==> src/include/vram_consts.svh <==
`ifndef VRAM_CONSTS_SVH
`define VRAM_CONSTS_SVH

// bank layout of the video memory
`define VRAM_BANKS 4

// word width shared by every client and bank
`define DATA_W 16

// client word address, top bits pick the bank
`define ADDR_W 16

// word address inside one 16K bank
`define BANK_ADDR_W 14

// sprite, background, flash, cpu
`define NUM_CLIENTS 4

// bit positions in a client mask
// lower index wins inside a bank
`define CLIENT_SPRITE 0
`define CLIENT_BG     1
`define CLIENT_FLASH  2
`define CLIENT_CPU    3

`endif
==> src/verilog/vram_pkg.sv <==
`include "vram_consts.svh"

package vram_pkg;

	// full client word address
	typedef logic [`ADDR_W-1:0] mem_addr_t;

	// address seen by a single bank ram
	typedef logic [`BANK_ADDR_W-1:0] bank_addr_t;

	// one video memory word
	typedef logic [`DATA_W-1:0] mem_data_t;

	// bank number, taken from the top address bits
	typedef logic [$clog2(`VRAM_BANKS)-1:0] bank_sel_t;

	// one bit per client, see CLIENT_* in the consts header
	typedef logic [`NUM_CLIENTS-1:0] client_mask_t;

	// per-bank arbiter state
	// one grant state per client
	typedef enum logic [2:0] {
		ST_IDLE,
		ST_SPRITE,
		ST_BG,
		ST_FLASH,
		ST_CPU
	} bank_state_e;

endpackage

==> src/verilog/bank_arbiter.sv <==
`include "vram_consts.svh"

module bank_arbiter
	import vram_pkg::*;
#(
	parameter int BANK_ID = 0
)
(
	input  logic         CLK,
	input  logic         RSTb,

	// sprite fetcher, read only
	input  mem_addr_t    sprite_addr,
	input  logic         sprite_valid,

	// background fetcher, read only
	input  mem_addr_t    bg_addr,
	input  logic         bg_valid,

	// flash loader, write only
	input  mem_addr_t    flash_addr,
	input  mem_data_t    flash_wdata,
	input  logic         flash_valid,

	// cpu, read and write
	input  mem_addr_t    cpu_addr,
	input  mem_data_t    cpu_wdata,
	input  logic         cpu_wr,
	input  logic         cpu_valid,

	// bank ram side
	output bank_addr_t   ram_addr,
	output mem_data_t    ram_wdata,
	output logic         ram_wr,

	// owner of this bank, zero while idle
	output client_mask_t grant
);

	localparam bank_sel_t MY_BANK = bank_sel_t'(BANK_ID);

	bank_state_e state;
	bank_state_e state_next;

	logic sprite_hit;
	logic bg_hit;
	logic flash_hit;
	logic cpu_hit;

	// top address bits select the bank
	function automatic logic in_bank(input mem_addr_t addr);
		return addr[`ADDR_W-1 -: $bits(bank_sel_t)] == MY_BANK;
	endfunction

	function automatic bank_addr_t local_addr(input mem_addr_t addr);
		return addr[`BANK_ADDR_W-1:0];
	endfunction

	// requests that fall in this bank
	assign sprite_hit = sprite_valid && in_bank(sprite_addr);
	assign bg_hit     = bg_valid && in_bank(bg_addr);
	assign flash_hit  = flash_valid && in_bank(flash_addr);
	assign cpu_hit    = cpu_valid && in_bank(cpu_addr);

	always_ff @(posedge CLK) begin
		if (!RSTb) begin
			state <= ST_IDLE;
		end else begin
			state <= state_next;
		end
	end

	always_comb begin
		state_next = state;
		ram_addr   = '0;
		ram_wdata  = '0;
		ram_wr     = 1'b0;
		grant      = '0;

		case (state)
			ST_IDLE: begin
				// fixed priority: sprite, bg, flash, cpu
				// the winner's address goes out now so the ram sees it this edge
				if (sprite_hit) begin
					ram_addr   = local_addr(sprite_addr);
					state_next = ST_SPRITE;
				end else if (bg_hit) begin
					ram_addr   = local_addr(bg_addr);
					state_next = ST_BG;
				end else if (flash_hit) begin
					ram_addr   = local_addr(flash_addr);
					ram_wdata  = flash_wdata;
					ram_wr     = 1'b1;
					state_next = ST_FLASH;
				end else if (cpu_hit) begin
					ram_addr   = local_addr(cpu_addr);
					ram_wdata  = cpu_wdata;
					ram_wr     = cpu_wr;
					state_next = ST_CPU;
				end
			end

			ST_SPRITE: begin
				ram_addr = local_addr(sprite_addr);
				grant[`CLIENT_SPRITE] = 1'b1;
				if (!sprite_valid) begin
					state_next = ST_IDLE;
				end
			end

			ST_BG: begin
				ram_addr = local_addr(bg_addr);
				grant[`CLIENT_BG] = 1'b1;
				if (!bg_valid) begin
					state_next = ST_IDLE;
				end
			end

			ST_FLASH: begin
				// same word rewritten while valid is held
				ram_addr  = local_addr(flash_addr);
				ram_wdata = flash_wdata;
				ram_wr    = flash_valid;
				grant[`CLIENT_FLASH] = 1'b1;
				if (!flash_valid) begin
					state_next = ST_IDLE;
				end
			end

			ST_CPU: begin
				ram_addr  = local_addr(cpu_addr);
				ram_wdata = cpu_wdata;
				ram_wr    = cpu_valid && cpu_wr;
				grant[`CLIENT_CPU] = 1'b1;
				if (!cpu_valid) begin
					state_next = ST_IDLE;
				end
			end

			default: begin
				state_next = ST_IDLE;
			end
		endcase
	end

endmodule

==> config.mk <==
export PLATFORM = sky130hd
export DESIGN_NAME = bank_arbiter
export DESIGN_NICKNAME = d
export VERILOG_FILES = /design/src/verilog/vram_pkg.sv /design/src/verilog/bank_arbiter.sv
export VERILOG_INCLUDE_DIRS = /design/src /design/src/include
export SDC_FILE = /design/constraint.sdc
export NUM_CORES = 1
export LEC_CHECK = 0
export BUFFER_PORTS_ARGS = -buffer_cell sky130_fd_sc_hd__buf_2
export CAP_MARGIN = 20
export CORE_MARGIN = 2
export CORE_UTILIZATION = 30
export DETAILED_ROUTE_END_ITERATION = 6
export GPL_ROUTABILITY_DRIVEN = 0
export PLACE_DENSITY = 0.77
export RECOVER_POWER = 100
export SYNTH_ARGS = -nofsm -noshare
export SYNTH_HDL_FRONTEND = slang
export SYNTH_SLANG_ARGS = --single-unit
==> constraint.sdc <==
create_clock -name CLK -period 1.8 [get_ports CLK]
set_clock_uncertainty 0.1 [all_clocks]
set_input_delay 0.36 -clock CLK [delete_from_list [all_inputs] [get_ports CLK]]
set_output_delay 0.36 -clock CLK [all_outputs]
set_load 0.05 [all_outputs]
* Yosys cells after proc, flatten, opt, wreduce, memory -nomap -nowiden *
Index checks and enable logic that the tools add are counted.

cells by class
  equal/unequal tests = 9
  multiplexer cells = 28
  reduce and logical (&&, ||, !) cells = 11

operators with widths
  kind                  number
  $pmux W14 S5          1
  $mux W16              4
  $mux W14              4
  $pmux W16 S3          1
  $mux W3               8
  $pmux W3 S5           1
  $logic_not A2 Y1      4
  $mux W1               8
  $ne A2 B2 Y1 const B  4
  $eq A3 B2 Y1 const B  2
  $logic_and A1 B1 Y1   5
  $ne A5 B5 Y1 const B  1
  $reduce_and A5 Y1     1
  $eq A3 B1 Y1 const B  1
  $eq A3 B3 Y1 const B  1
  $logic_not A3 Y1      1
  $pmux W1 S3           1

word-level totals
  register bits = 3
  input bits = 103
  output and inout port bits = 35
  word-level logic and storage cells = 49

* Depth between registers and ports, before layout *
  word-level depth = 7
  gate-level depth with buffers = 7
  mapped depth without buffers = 4

* Worst setup path after synthesis *
No wires, ideal clock.

  kind = input-to-output
  start = input flash_addr[15]
  end = output ram_wr
  arrival = 2,703 ps
  required time = 1,340 ps
  slack = -1,363 ps
  stages = 4
  buffers on the path = 1
  cells stage by stage = nor3b_2 buf_2 a31oi_1 o311ai_0

between the ends
  longest elaborated chain between the ends = 6

RTL lines
  what                 line                RTL
  start: declaration   bank_arbiter.sv:21  input mem_addr_t flash_addr,
  $logic_not A2 Y1     bank_arbiter.sv:52  return addr[`ADDR_W-1 -: $bits(bank_sel_t)] == MY_BANK;
  $logic_and A1 B1 Y1  bank_arbiter.sv:62  assign flash_hit = flash_valid && in_bank(flash_addr);
  $mux W1              bank_arbiter.sv:90  end else if (flash_hit) begin
  $mux W1              bank_arbiter.sv:87  end else if (bg_hit) begin
  $mux W1              bank_arbiter.sv:84  if (sprite_hit) begin
  $pmux W1 S3          bank_arbiter.sv:80  case (state)
  end: declaration     bank_arbiter.sv:34  output logic ram_wr,

No other way between the ends.

* Worst setup path in the final report *
  start = register state[0]
  end = output ram_addr[2]

between the ends
  longest elaborated chain between the ends = 2
  elaborated cells between the ends (all ways) = 6
  those cells by class = eq/ne: 4; mux: 1; reduce/logical: 1

RTL lines
  what                                  line                RTL
  start: declaration                    bank_arbiter.sv:42  bank_state_e state;
  start signal: assignment              bank_arbiter.sv:69  state <= state_next;
  $eq A3 B3 Y1 (tied with other cells)  bank_arbiter.sv:80
  $pmux W14 S5 (*)                      bank_arbiter.sv:80
  end: declaration                      bank_arbiter.sv:32  output bank_addr_t ram_addr,

Mark *: on every way between the ends. The rest lies on a longest branch, timed or not.

==> results.md <==
- Vias: 2287
- Mapped Nets: 248
- Mapped Area: 0.00117 mm^2
- Post-synth top area share: 0.135
- Final wirelength: 7350 um
- Final worst setup slack: -0.456 ns
- Placed Area: 0.00271 mm^2
- Failing checks: negative setup slack
- Vias/cell: 5.75
- Fmax: 443 MHz
- Metal2 WL: 3940 um
- Die width: 66.3 um
- Starting Density: 0.316
- Dpl cells: 384
- FFs w/ async S/R, synth: 0
- Share of layout cells above drive strength 1: 0.851
- Most common cell in the netlist: o21ai_0
- H-Tree Depth: 1
- Mean post-synth cell area: 8.04 um^2
- Area grow syn2layout: 175%
- #FFs+latches synth: 3
- Tot Pwr: 1.61 mW
- Final std cells w/o fill: 398
- Cell accounting for the most synthesized area: mux2_2
- RSZ-0062 raised after global routing: yes
- Post-synth top flop: dfxtp_1
- Post-route cell area: 0.00321 mm^2
- Number of global-route vias before repair: 2350
- Antenna violations before repair: 0
- DRT antenna net count: 0
- Outcome: complete, but fails checks
- Power Dens Cells: 502 mW/mm^2
- Area contributors post-synth: mux2_2 14%, a222oi_1 12%, o21ai_0 12%
- Iteration-0 DRC Markers: 150
- Standard-cell rows: 22
- Post-Place Setup Slack: -0.447 ns
- Nets: 454
- Drt drc: 0
- Core Area: 0.00369 mm^2
- Register with the most flip-flops: state
- CTS tree: built
- I/O pin total: 138
- Fin. max-slew vios: 0
- DIE AREA: 0.00440 mm^2
- Syn Inst Count: 145
- Die height: 66.3 um
- Drt pass-1 iters: 4
- N_diodes: 0
- Hold/Removal Path Class: in2reg
- Top sig layer: met4
- Largest net degree at the start of global routing: 18
- Crit path kind: reg2out
- Seq/Total Area, Yosys: 0.0515
- Gr ovfl total: 0
- Critical Path Start Type: register
- Inserted Clock Buffers: 3
- Critical Path End Type: primary output
- Most frequent cells after synthesis: 28 x o21ai_0, 14 x a221oi_1, 14 x a222oi_1, 14 x mux2_2, 12 x a22o_1
- Yosys cell types: 33
- DRT met1 WL: 2660 um
- Final Hold Vio Count: 0
- Hold WS: 0.334 ns
- CP Max Fanout: 6
- Clock latency on the worst-skew pair: 0.21 ns
- Largest registers: state (3)
- PortBufs: 137
- YS warnings: 0
- Finished Core Util: 0.871
- Tcrit/Tclk final: 1.25
- Setup TNS: -11.00 ns
- CTS sink cnt: 3
- Max reg flops: 3
- CTS Root Cell: clkbuf_8
- Max-cap violation count: 0
- Clock-pin slew on the worst setup and hold paths: 0.03 ns
- Slew headroom: 0.697
- Detail Placement HPWL: 5130 um
- Final setup fails: 33
- Clock buffer depth: 2
- Tmin final: 2.26 ns
- Worst-Margin Slew: 0.450 ns
- DR WL/cell: 18.5 um
- Signal arrival time at the worst endpoint: 1.80 ns
- Pleak: 1.57 nW
- EDFF count, synth: 0
- Total GRT Usage: 0.321
- CP required: 1.34 ns
- Met3 WL: 560 um
- First-pass GRT wire length: 10800 um
- Worst vdd ir: 0.379 mV
[critical path, stage by stage (launching register included)]
cell and delay [ns]:
dfxtp_4 0.39, buf_6 0.15, mux2_4 0.30, a222oi_1 0.34, buf_4 0.19, o21ai_4 0.05, buf_6 0.15
[cells by family (layout without fill, tap and decap cells)]
group | Yosys count | in the layout | share of synthesized area
AOI/OAI and AO/OA | 86 | 88 | 0.570
buffers and inverters | 17 | 220 | 0.0869
DFF | 3 | 3 | 0.0515
muxes | 14 | 14 | 0.135
and+or+nand+nor | 25 | 25 | 0.157
[layout make-up]
type	count	area [um^2]
multi-input cells	127	1480
fillers	204	477
flip-flops and latches	3	66.3
clock buffers	4	45.0
well taps	48	60.1
repair buffers	216	1560
[cell usage in the layout (no fill, tap or decap), types with 3 or more instances in the layout]
cell      count
mux2_4       11
a31o_4        4
a22o_2        5
buf_8         4
a221oi_2     11
buf_6        41
a221oi_1      3
clkbuf_8      3
mux2_2        3
buf_4        64
nor3b_4       3
o21ai_2       3
o21ai_4      11
o21ai_0       6
a22o_4       11
a222oi_1     14
nor2b_4       3
o21ai_1      10
nand3_1       4
nor2_1        3
buf_2       102
[path summary, 6_finish.rpt]
| path | from | end | slack [ns] | cells past startpoint |
|---|---|---|---|---|
| worst max-delay path | state[0] | ram_addr[2] | -0.46 | 6 |
| worst min-delay path | RSTb | state[2] | 0.33 | 2 |
| worst max register to register | state[0] | state[1] | 0.07 | 8 |
| worst min register to register | state[0] | state[0] | 0.62 | 2 |
[metal layers]
| metal | vias to the layer above | track usage |
|---|---|---|
| met1 | 1089 | 0.328 |
| met2 | 126 | 0.633 |
| met4 | 0 | 0.140 |
| li1 | 1054 | - |
| met5 | - | 0 |
| met3 | 18 | 0.0477 |
[timing repair]
item | 4_1_cts | 5_1_grt
buffers inserted | 4 | 3
pin swaps | 11 | 16
cloned | 3 | 0
gates resized for setup | 95 | 14
setup endpoints to repair | 33 | 35
hold buffers | 0 | 0
[where the power goes]
group | switching, mW | total, mW | internal, mW
Combinational | 0.715 | 1.34 | 0.626
Clock | 0.0434 | 0.194 | 0.151
Sequential | 0.00705 | 0.0780 | 0.0710
Note: power is estimated with default switching activity, not from simulation.
