[config.mk]
export PLATFORM = sky130hd
export DESIGN_NAME = client_return
export DESIGN_NICKNAME = d
export VERILOG_FILES = /design/src/verilog/vram_pkg.sv /design/src/verilog/client_return.sv
export VERILOG_INCLUDE_DIRS = /design/src /design/src/include
export SDC_FILE = /design/constraint.sdc
export NUM_CORES = 1
export LEC_CHECK = 0
export ABC_CLOCK_PERIOD_IN_PS = 1800
export BUFFER_PORTS_ARGS = -buffer_cell sky130_fd_sc_hd__buf_2
export CAP_MARGIN = 20
export CELL_PAD_IN_SITES_DETAIL_PLACEMENT = 1
export CELL_PAD_IN_SITES_GLOBAL_PLACEMENT = 1
export CORE_MARGIN = 2
export CORE_UTILIZATION = 29
export DETAILED_ROUTE_END_ITERATION = 10
export GPL_TIMING_DRIVEN = 0
export PLACE_DENSITY = 0.88
export RECOVER_POWER = 50
export SETUP_SLACK_MARGIN = 0.2
export SLEW_MARGIN = 5
export SYNTH_ARGS = -nofsm -noshare
export SYNTH_HDL_FRONTEND = slang
export SYNTH_SLANG_ARGS = --single-unit
[constraint.sdc]
create_clock -name vclk -period 1.8
set_input_delay 0.18 -clock vclk [all_inputs]
set_output_delay 0.18 -clock vclk [all_outputs]
set_load 0.01 [all_outputs]
[src/include/vram_consts.svh]
`ifndef VRAM_CONSTS_SVH
`define VRAM_CONSTS_SVH

// bank layout of the video memory
`define VRAM_BANKS 4

// word width shared by every client and bank
`define DATA_W 16

// client word address, top bits pick the bank
`define ADDR_W 16

// word address inside one 16K bank
`define BANK_ADDR_W 14

// sprite, background, flash, cpu
`define NUM_CLIENTS 4

// bit positions in a client mask
// lower index wins inside a bank
`define CLIENT_SPRITE 0
`define CLIENT_BG     1
`define CLIENT_FLASH  2
`define CLIENT_CPU    3

`endif
[src/verilog/vram_pkg.sv]
`include "vram_consts.svh"

package vram_pkg;

	// full client word address
	typedef logic [`ADDR_W-1:0] mem_addr_t;

	// address seen by a single bank ram
	typedef logic [`BANK_ADDR_W-1:0] bank_addr_t;

	// one video memory word
	typedef logic [`DATA_W-1:0] mem_data_t;

	// bank number, taken from the top address bits
	typedef logic [$clog2(`VRAM_BANKS)-1:0] bank_sel_t;

	// one bit per client, see CLIENT_* in the consts header
	typedef logic [`NUM_CLIENTS-1:0] client_mask_t;

	// per-bank arbiter state
	// one grant state per client
	typedef enum logic [2:0] {
		ST_IDLE,
		ST_SPRITE,
		ST_BG,
		ST_FLASH,
		ST_CPU
	} bank_state_e;

endpackage

[src/verilog/client_return.sv]
`include "vram_consts.svh"

module client_return
	import vram_pkg::*;
(
	// grant mask of each bank arbiter
	input  client_mask_t grant0,
	input  client_mask_t grant1,
	input  client_mask_t grant2,
	input  client_mask_t grant3,

	// registered read data of each bank ram
	input  mem_data_t    rdata0,
	input  mem_data_t    rdata1,
	input  mem_data_t    rdata2,
	input  mem_data_t    rdata3,

	output logic         sprite_ready,
	output mem_data_t    sprite_data,

	output logic         bg_ready,
	output mem_data_t    bg_data,

	output logic         flash_ready,

	output logic         cpu_ready,
	output mem_data_t    cpu_rdata
);

	client_mask_t grants [`VRAM_BANKS];
	mem_data_t    rdatas [`VRAM_BANKS];

	assign grants[0] = grant0;
	assign grants[1] = grant1;
	assign grants[2] = grant2;
	assign grants[3] = grant3;

	assign rdatas[0] = rdata0;
	assign rdatas[1] = rdata1;
	assign rdatas[2] = rdata2;
	assign rdatas[3] = rdata3;

	// a client's address hits one bank only,
	// so at most one grant bit per client is set
	always_comb begin
		sprite_ready = 1'b0;
		sprite_data  = '0;
		bg_ready     = 1'b0;
		bg_data      = '0;
		flash_ready  = 1'b0;
		cpu_ready    = 1'b0;
		cpu_rdata    = '0;

		for (int b = 0; b < `VRAM_BANKS; b++) begin
			if (grants[b][`CLIENT_SPRITE]) begin
				sprite_ready = 1'b1;
				sprite_data  = rdatas[b];
			end
			if (grants[b][`CLIENT_BG]) begin
				bg_ready = 1'b1;
				bg_data  = rdatas[b];
			end
			// flash only writes, no data back
			if (grants[b][`CLIENT_FLASH]) begin
				flash_ready = 1'b1;
			end
			if (grants[b][`CLIENT_CPU]) begin
				cpu_ready = 1'b1;
				cpu_rdata = rdatas[b];
			end
		end
	end

endmodule

=== Yosys cells after proc, flatten, opt, wreduce, memory -nomap -nowiden ===
Index checks and enable logic that the tools add are counted.

* Register bits after elaboration: 0
* Input port bits: 80
* Output and inout port bits: 52

* Mux-type cells: 28

{| class="wikitable"
|+ Operator list
! kind !! count
|-
| $mux 16 || 12
|-
| $mux 1 || 16
|}

=== Longest topological paths before layout ===
Gate-level depths: netlist of the first run.

* Depth in word-level cells: 4
* Mapped depth: 6

=== Worst setup path before layout of the first run ===
No wires, ideal clock.

* Path kind: input-to-output
* Start: input grant3[1]
* End: output bg_data[1]
* Data arrival time: 1.004 ns
* Path slack: 0.616 ns
* Stages: 4
* Path buffers: 2
* Path through: buf_2 > clkbuf_1 > nor3b_1 > a221oi_1

* Word-level cells in the longest chain between the ends: 1

{| class="wikitable"
|+ Ends and longest elaborated chain
! what !! RTL line !! text
|-
| from (decl) || client_return.sv:10 || <nowiki>input client_mask_t grant3,</nowiki>
|-
| $mux 16 || client_return.sv:59 || <nowiki>if (grants[b][`CLIENT_BG]) begin</nowiki>
|-
| to (decl) || client_return.sv:22 || <nowiki>output mem_data_t bg_data,</nowiki>
|}

No other way between the ends.

=== Worst setup path in the final report of the first run ===
* Start: input grant2[3]
* End: output cpu_rdata[10]

* Word-level cells in the longest chain between the ends: 2

{| class="wikitable"
|+ Ends and longest elaborated chain
! what !! RTL line !! text
|-
| from (decl) || client_return.sv:9 || <nowiki>input client_mask_t grant2,</nowiki>
|-
| $mux 16 (2 in a row) || client_return.sv:67 || <nowiki>if (grants[b][`CLIENT_CPU]) begin</nowiki>
|-
| to (decl) || client_return.sv:27 || <nowiki>output mem_data_t cpu_rdata</nowiki>
|}

No other way between the ends.

==> run metrics, run 1 <==
status completed; largest net degree at the start of global routing 11; IO Count between 100 and 150; syn_nets ~290; GR Util met2 0.479; GR Overflow Total 0; die width 77.8 µm; final core utilization 0.440; Remaining DRCs 0; RD Place Congestion ~0.76; proportion of synthesized area in mux cells 0.0127; sequential area share after synthesis 0; Setup crit end kind primary output; Starting Density 0.306; Via Count 2,443; Fin. Hold Viols 0; Via density 6.06; vias in the first global route 2,481; routed length per placed instance slightly above 20 µm; first-pass GRT wire length 12.6 mm; max-cap violations 0; RSZ-0062 raised after global routing no; M3 GR Usage 0.0209; Post-Place Cells 403; commonest cells after routing, fill and taps aside buf_2 (121), a22oi_1 (37), nor3b_1 (30); Slew HR 0.544; critical path type primary input to primary output; non-filler cells, final just over 400; Total Routing Usage GR 0.253; Power Total about 690 µW; Mapped Avg Cell Area 7.71 µm²; synthesized instance count 205; Reg area 0 µm²; clock buffers 0; largest family of logic cells by synthesized area compound AO/OA/AOI/OAI gates; core footprint ~5200 µm²; PwrDens 304 nW/µm²; FILL cells 713; # port buffers 128; WP data arrival between 1000 and 1500 ps; num rows 26; switching power 394 µW; Post-CTS Setup Inserts 0; drt pass-1 iters 5; Fmax achieved roughly 0.61 GHz; Die H 77.8 µm; sequential power share 0; critical path fanouts, max 10; post-synthesis xor/xnor area fraction 0; crit start category primary input; Comb power frac 1.000; DRT antenna net count 0; Leakage approximately 0.00096 µW; Total Nets Final 415; diode count 0; DIE AREA around 6100 µm²; most common cell after layout, fill and taps aside buf_2; routing usage on met1 0.303; cell area after layout around 2300 µm²; P&R area growth vs syn 43.7%; Synth Area in Compound Gates 0.605; Final Critical Period 1640 ps; Clk pwr share 0; Min-Delay Path Class primary input to primary output; mapped cell area around 1600 µm²; most used routing layer in global routing met2; simple-gate share of the synthesized area 0.225; Placed Area 2310 µm²; part of the cycle the worst path needs 0.913; post-synth cell types 25; Slew @ Worst Pin 681 ps; yosys warns 0; switching fraction of total power 0.569; worst vdd ir 0.0957 mV; initial antenna violation count 0; Final Max Slew Viols 0; proportion of layout cells with a drive suffix above 1 0.483; Crit path required time roughly 1600 ps; Iter 0 DRT Violations 153; adder-cell area share of the yosys netlist 0; internal power component 298 µW; setup TNS 0 ps; Post-DP HPWL 6.18 mm; Final setup viols 0; Seq cells 0; total wire length 8.14 mm
[kinds of logic after synthesis]
logic type	after synthesis
compound gates	110
simple gates	51
buf+inv	42
mux	2
[path summary, 6_finish.rpt]
path              startpoint  slack, ps  cells after the start            end
setup / recovery   grant2[3]        160                      5  cpu_rdata[10]
hold / removal     grant3[2]        650                      3    flash_ready
[repair_timing]
action,CTS,global route
resized for setup,0,2
setup endpoints to repair,0,10
hold buffers,0,0
[power groups by stage]
stage,Clock [µW],Combinational (µW),Sequential [µW]
2_1_floorplan,0,389,0
3_3_place_gp,0,687,0
3_5_place_dp,0,698,0
4_1_cts,0,700,0
5_1_grt,0,746,0
6_report,0,692,0
[cell usage after synthesis (all sizes together)]
library cell / instances / share of area
a31oi: 2 / 0.0079
nor2b: 2 / 0.017
nor2: 6 / 0.017
and2b: 1 / 0.0047
nand2: 5 / 0.012
a21oi: 16 / 0.051
nor3b: 30 / 0.14
inv: 16 / 0.038
nand2b: 3 / 0.012
o21ai: 1 / 0.0032
or4: 1 / 0.0047
buf: 22 / 0.11
a22oi: 46 / 0.25
or3b: 1 / 0.0055
mux2i: 2 / 0.013
clkbuf: 4 / 0.0095
o22ai: 15 / 0.059
nand3b: 2 / 0.0095
a221oi: 30 / 0.24
[layer usage]
layer	vias to the layer above	share of wire	routed length, µm
met5	-	0	0
met3	4	0.074	604
met2	140	0.51	4190
met4	0	0.0054	44
met1	1189	0.41	3300
li1	1110	-	-
[cell type report]
class / count / area (µm²) / share of cell area
buffer: 26 / 186 / 0.0820
inverter: 16 / 60.1 / 0.0264
multi-input combinational: 163 / 1320 / 0.581
tap: 70 / 87.6 / 0.0385
timing repair buffer: 128 / 618 / 0.272
[worst max-delay path, cell delays in order]
cell and delay (ps):
buf_2 140, nor2_1 550, buf_4 340, a221oi_2 90
buf_2 160
[per-stage QoR]
| step | hold WS, ps | worst slack (ps) |
|---|---|---|
| final | 655 | 157 |
| after detailed placement | 625 | 207 |
| after global placement | 622 | 179 |
| after CTS | 625 | 207 |
| after global routing | 677 | 113 |
| after floorplan | 477 | 616 |
Power figures use the tool's default switching activity.
==> run 2, diff against run 1 <==
--- a/config.mk
+++ b/config.mk
@@ -9,13 +9,13 @@
 export ABC_CLOCK_PERIOD_IN_PS = 1800
 export BUFFER_PORTS_ARGS = -buffer_cell sky130_fd_sc_hd__buf_2
 export CAP_MARGIN = 20
-export CELL_PAD_IN_SITES_DETAIL_PLACEMENT = 1
+export CELL_PAD_IN_SITES_DETAIL_PLACEMENT = 0
 export CELL_PAD_IN_SITES_GLOBAL_PLACEMENT = 1
 export CORE_MARGIN = 2
 export CORE_UTILIZATION = 29
 export DETAILED_ROUTE_END_ITERATION = 10
 export GPL_TIMING_DRIVEN = 0
-export PLACE_DENSITY = 0.88
+export PLACE_DENSITY = 0.95
 export RECOVER_POWER = 50
 export SETUP_SLACK_MARGIN = 0.2
 export SLEW_MARGIN = 5
==> run 2 against run 1 <==
- global-route usage decreased by 1.7 points
- cell count stayed put
- wire length shrank 7.3%
- die area unchanged
- sequential share of layout area did not move
- sequential cell count is the same
- first-iteration DRC count rose by 29%
- combinational power about the same
- critical path type unchanged
- critical endpoint is now cpu_rdata[8]
==> run metrics, run 2 (synthesis gave the netlist of run 1 again) <==
Reg area 0 µm² (unchanged); routing usage on met1 0.325 (+0.0215); Iter 0 DRT Violations 197 (+29%); num rows 26 (unchanged); clock buffers 0 (unchanged); drt pass-1 iters 5 (unchanged); initial antenna violation count 0 (unchanged); Seq cells 0 (unchanged); IO Count 132 (unchanged); Final setup viols 0 (unchanged); crit-path cells clkbuf_1 -> clkbuf_1 -> nor3b_1 -> a221oi_2 -> buf_2; Remaining DRCs 0 (unchanged); final setup margin 251 ps (+93.8 ps); Post-DP HPWL 5.62 mm (-9.0%); most common cell after layout, fill and taps aside buf_2; Slew HR 0.649 (+0.105); PwrDens 301 nW/µm² (-1.1%); Crit path largest cell delay 400 ps (-150 ps); Hold Crit Endpoint flash_ready; core footprint 5170 µm² (unchanged); Post-Place Cells 403 (unchanged); Final Critical Period 1550 ps (-93.8 ps); # port buffers 128 (unchanged); Crit path required time 1620 ps (about the same); Leakage 0.000959 µW (about the same); RD Place Congestion 0.770 (+1.8%); Fmax achieved 0.645 GHz (+6.1%); WP buf/inv 3 (unchanged); M3 GR Usage 0.0198 (-0.00116); CP Launch Point grant2[3]; RSZ-0062 raised after global routing no; Setup crit end kind primary output; HP Start grant3[2]; GR Util met2 0.403 (-0.0759); Total Routing Usage GR 0.236 (-0.0169); critical path fanouts, max 10 (unchanged); critical path depth 5 (unchanged); P&R area growth vs syn 44.8%; non-filler cells, final 403 (unchanged); DIE AREA 6060 µm² (unchanged); setup TNS 0 ps (unchanged); diode count 0 (unchanged); routed length per placed instance 18.7 µm (-7.3%); Via density 6.00 (-1.1%); proportion of layout cells with a drive suffix above 1 0.489 (+0.00601); DP Worst Slack 166 ps (-40.6 ps); crit start category primary input; GR Overflow Total 0 (unchanged); commonest cells after routing, fill and taps aside buf_2 (119), a22oi_1 (37), nor3b_1 (30); part of the cycle the worst path needs 0.861 (-0.0521); max-cap violations 0 (unchanged); Via Count 2,416 (-1.1%); Starting Density 0.306 (unchanged); Hold Crit Depth 3 (unchanged); Slew @ Worst Pin 527 ps (-154 ps); worst vdd ir 0.102 mV (+7.0%); die width 77.8 µm (unchanged); largest net degree at the start of global routing 11 (unchanged); FILL cells 535 (-25%); total wire length 7.54 mm (-7.3%); Min-Delay Path Class primary input to primary output; most used routing layer in global routing met2; Fin. Hold Viols 0 (unchanged); Die H 77.8 µm (unchanged); WP data arrival 1370 ps (-90 ps); top cell family by delay on the critical path buffers and inverters; critical path type primary input to primary output; Crit path top cell by count clkbuf_1; vias in the first global route 2,278 (-8.2%); CP max-delay cell clkbuf_1; status completed; first-pass GRT wire length 11.7 mm (-7.5%); DRT antenna net count 0 (unchanged); Final Max Slew Viols 0 (unchanged); Total Nets Final 415 (unchanged)
-- run 2: cell types whose count changed in the layout (fill, tap and decap cells not counted) --
cell,delta
buf_2,-2
buf_4,+1
a221oi_2,+2
nor2_1,-1
nor2_2,+1
a221oi_1,-2
clkbuf_1,+1
-- run 2: through the flow --
| stage | instance area, µm² | util | hold WS [ps] | total power, µW |
|---|---|---|---|---|
| 2_1_floorplan | 1580 | - | 477 | 389 |
| 3_3_place_gp | 2310 | 0.447 | 623 | 689 |
| 6_report | 2290 | 0.443 | 656 | 689 |
| 4_1_cts | 2310 | 0.447 | 626 | 695 |
| 5_1_grt | 2290 | 0.443 | 666 | 745 |
| 3_5_place_dp | 2310 | 0.447 | 626 | 693 |
-- run 2: final cells by class --
| class | instances | area, µm² | area share |
|---|---|---|---|
| inverters | 16 | 60.1 | 0.0262 |
| repair buffers | 128 | 616 | 0.269 |
| plain buffers | 26 | 190 | 0.0831 |
| multi-input cells | 163 | 1340 | 0.584 |
| well taps | 70 | 87.6 | 0.0383 |
-- run 2: power breakdown --
group          switching [µW]  internal, µW
Sequential                  0             0
Clock                       0             0
Combinational             389           300
-- run 2: repair_timing --
action	4_1_cts	5_1_grt
resized for setup	1	1
hold endpoints to repair	0	0
setup buffers	0	0
endpoints found under the setup margin	7	4
gates cloned	0	0
hold buffers	0	0
-- run 2: worst max path at each step --
stage	end	slack (ps)
3_5_place_dp	sprite_data[4]	170
5_1_grt	cpu_rdata[13]	130
3_3_place_gp	sprite_data[7]	160
4_1_cts	sprite_data[4]	230
2_1_floorplan	bg_data[1]	620
6_report	cpu_rdata[8]	250
-- run 2: worst min-delay path, cell delays in order --
cell and delay, ps:
buf_2 70, or4_1 80, clkbuf_1 140
-- run 2: per-layer routing --
metal | vias up | share of wire
met5 | - | 0
met4 | 0 | 0.0072
met3 | 6 | 0.092
met2 | 146 | 0.47
met1 | 1154 | 0.43
li1 | 1110 | -
==> run 3, diff against run 2 <==
==> constraint.sdc (replaced) <==
create_clock -name vclk -period 1.8
set_input_delay 0 -clock vclk [all_inputs]
set_output_delay 0 -clock vclk [all_outputs]
set_load 0.01 [all_outputs]
==> run 3 against run 2 <==
- non-clock buffer count stayed put
- critical endpoint is now cpu_rdata[7]
- combinational power is 1% lower
- global-route usage stayed put
- first-iteration DRC count is 6.6% lower
==> run metrics, run 3 (synthesis gave the netlist of run 1 again) <==
vias in the first global route 2,278 (unchanged); Via Count 2,361 (-2.3%); CP max-delay cell nor2_1; Crit path largest cell delay 520 ps (+120 ps); critical path type primary input to primary output; crit start category primary input; status completed; total wire length 7.54 mm (about the same); drt pass-1 iters 4 (-1); Final Critical Period 1400 ps (-149 ps); CP Launch Point grant2[3]; routed length per placed instance 18.7 µm (about the same); Total Routing Usage GR 0.236 (unchanged); Slew @ Worst Pin 683 ps (+156 ps); num rows 26 (unchanged); diode count 0 (unchanged); worst vdd ir 0.101 mV (-1.3%); post_cts resized 0 (-1); largest net degree at the start of global routing 11 (unchanged); cell area after layout 2250 µm² (-1.6%); critical path fanouts, max 10 (unchanged); proportion of layout cells with a drive suffix above 1 0.471 (-0.0180); Crit path top cell by count buf_2; Placed Area 2310 µm² (unchanged); Hold Buf Count CTS 0 (unchanged); Slew HR 0.543 (-0.106); Post-DP HPWL 5.62 mm (unchanged); Fin. Hold Viols 0 (unchanged); Fmax achieved 0.714 GHz (+11%); Final setup viols 0 (unchanged); first-pass GRT wire length 11.7 mm (unchanged); P&R area growth vs syn 42.5%; Final Max Slew Viols 0 (unchanged); Min-Delay Path Class primary input to primary output; commonest cells after routing, fill and taps aside buf_2 (122), a22oi_1 (37), nor3b_1 (30); initial antenna violation count 0 (unchanged); core footprint 5170 µm² (unchanged); PwrDens 301 nW/µm² (+0.13%); IO Count 132 (unchanged); die width 77.8 µm (unchanged); Reg area 0 µm² (unchanged); Total Nets Final 415 (unchanged); DRT antenna net count 0 (unchanged); clock buffers 0 (unchanged); Die H 77.8 µm (unchanged); RD Place Congestion 0.770 (unchanged); max-cap violations 0 (unchanged); # port buffers 128 (unchanged); DIE AREA 6060 µm² (unchanged); Crit path required time 1800 ps (+180 ps); HP Start grant3[2]; part of the cycle the worst path needs 0.778 (-0.0826); Leakage 0.000954 µW (-0.50%); RSZ-0062 raised after global routing no; Via density 5.86 (-2.3%); Starting Density 0.306 (unchanged); most common cell after layout, fill and taps aside buf_2; WP data arrival 1400 ps (+30 ps); Seq cells 0 (unchanged); Remaining DRCs 0 (unchanged); setup TNS 0 ps (unchanged); Iter 0 DRT Violations 184 (-6.6%); GR Overflow Total 0 (unchanged); Setup crit end kind primary output; crit-path cells buf_2 -> nor2_1 -> clkbuf_2 -> a221oi_1 -> buf_2; Post-CTS Setup Inserts 0 (unchanged)
==> run 3: changes by cell type in the layout (fill, tap and decap cells not counted), moves of 3 or more <==
cell      before  now
nor2_1         3    6
nor2_2         3    0
a221oi_1      12   16
buf_2        119  122
a221oi_2      18   14
==> run 3: worst paths after layout <==
kind | to | slack [ps] | cells after the start
setup / recovery | cpu_rdata[7] | 400 | 5
hold / removal | flash_ready | 300 | 3
==> run 3: through the flow <==
stage               total power, µW  cells  worst slack (ps)  utilization  hold WS (ps)
finish                          679    403               399        0.436           296
global route                    734    403               294        0.436           306
CTS                             694    403               523        0.447           266
detailed placement              693    403               526        0.447           266
global placement                689    403               520        0.447           263
floorplan                       389    205               976            -           117
==> run 3: report_power, final <==
group | total [µW] | leakage [µW] | switching, µW | internal [µW]
combinational | 679 | 0.000954 | 384 | 296
clock | 0 | 0 | 0 | 0
sequential | 0 | 0 | 0 | 0
==> run 3: critical path: cells and delay by family <==
family	cells	cell delay, ps
buf+inv	3	720
compound gates	1	140
simple gates	1	520
==> run 3: area by class of cell <==
cell class                      instances  area [µm²]
Buffer                                 26         183
Multi-Input combinational cell        163        1300
Timing Repair Buffer                  128         619
Tap cell                               70        87.6
Inverter                               16        60.1
Fill cell                             537        2920
==> run 3: layer usage <==
metal | vias to the layer above | GRT usage | share of wire
met5 | - | 0 | 0
met4 | 0 | 0.0411 | 0.0084
met3 | 6 | 0.0198 | 0.085
met2 | 135 | 0.403 | 0.47
met1 | 1111 | 0.325 | 0.44
li1 | 1109 | - | -
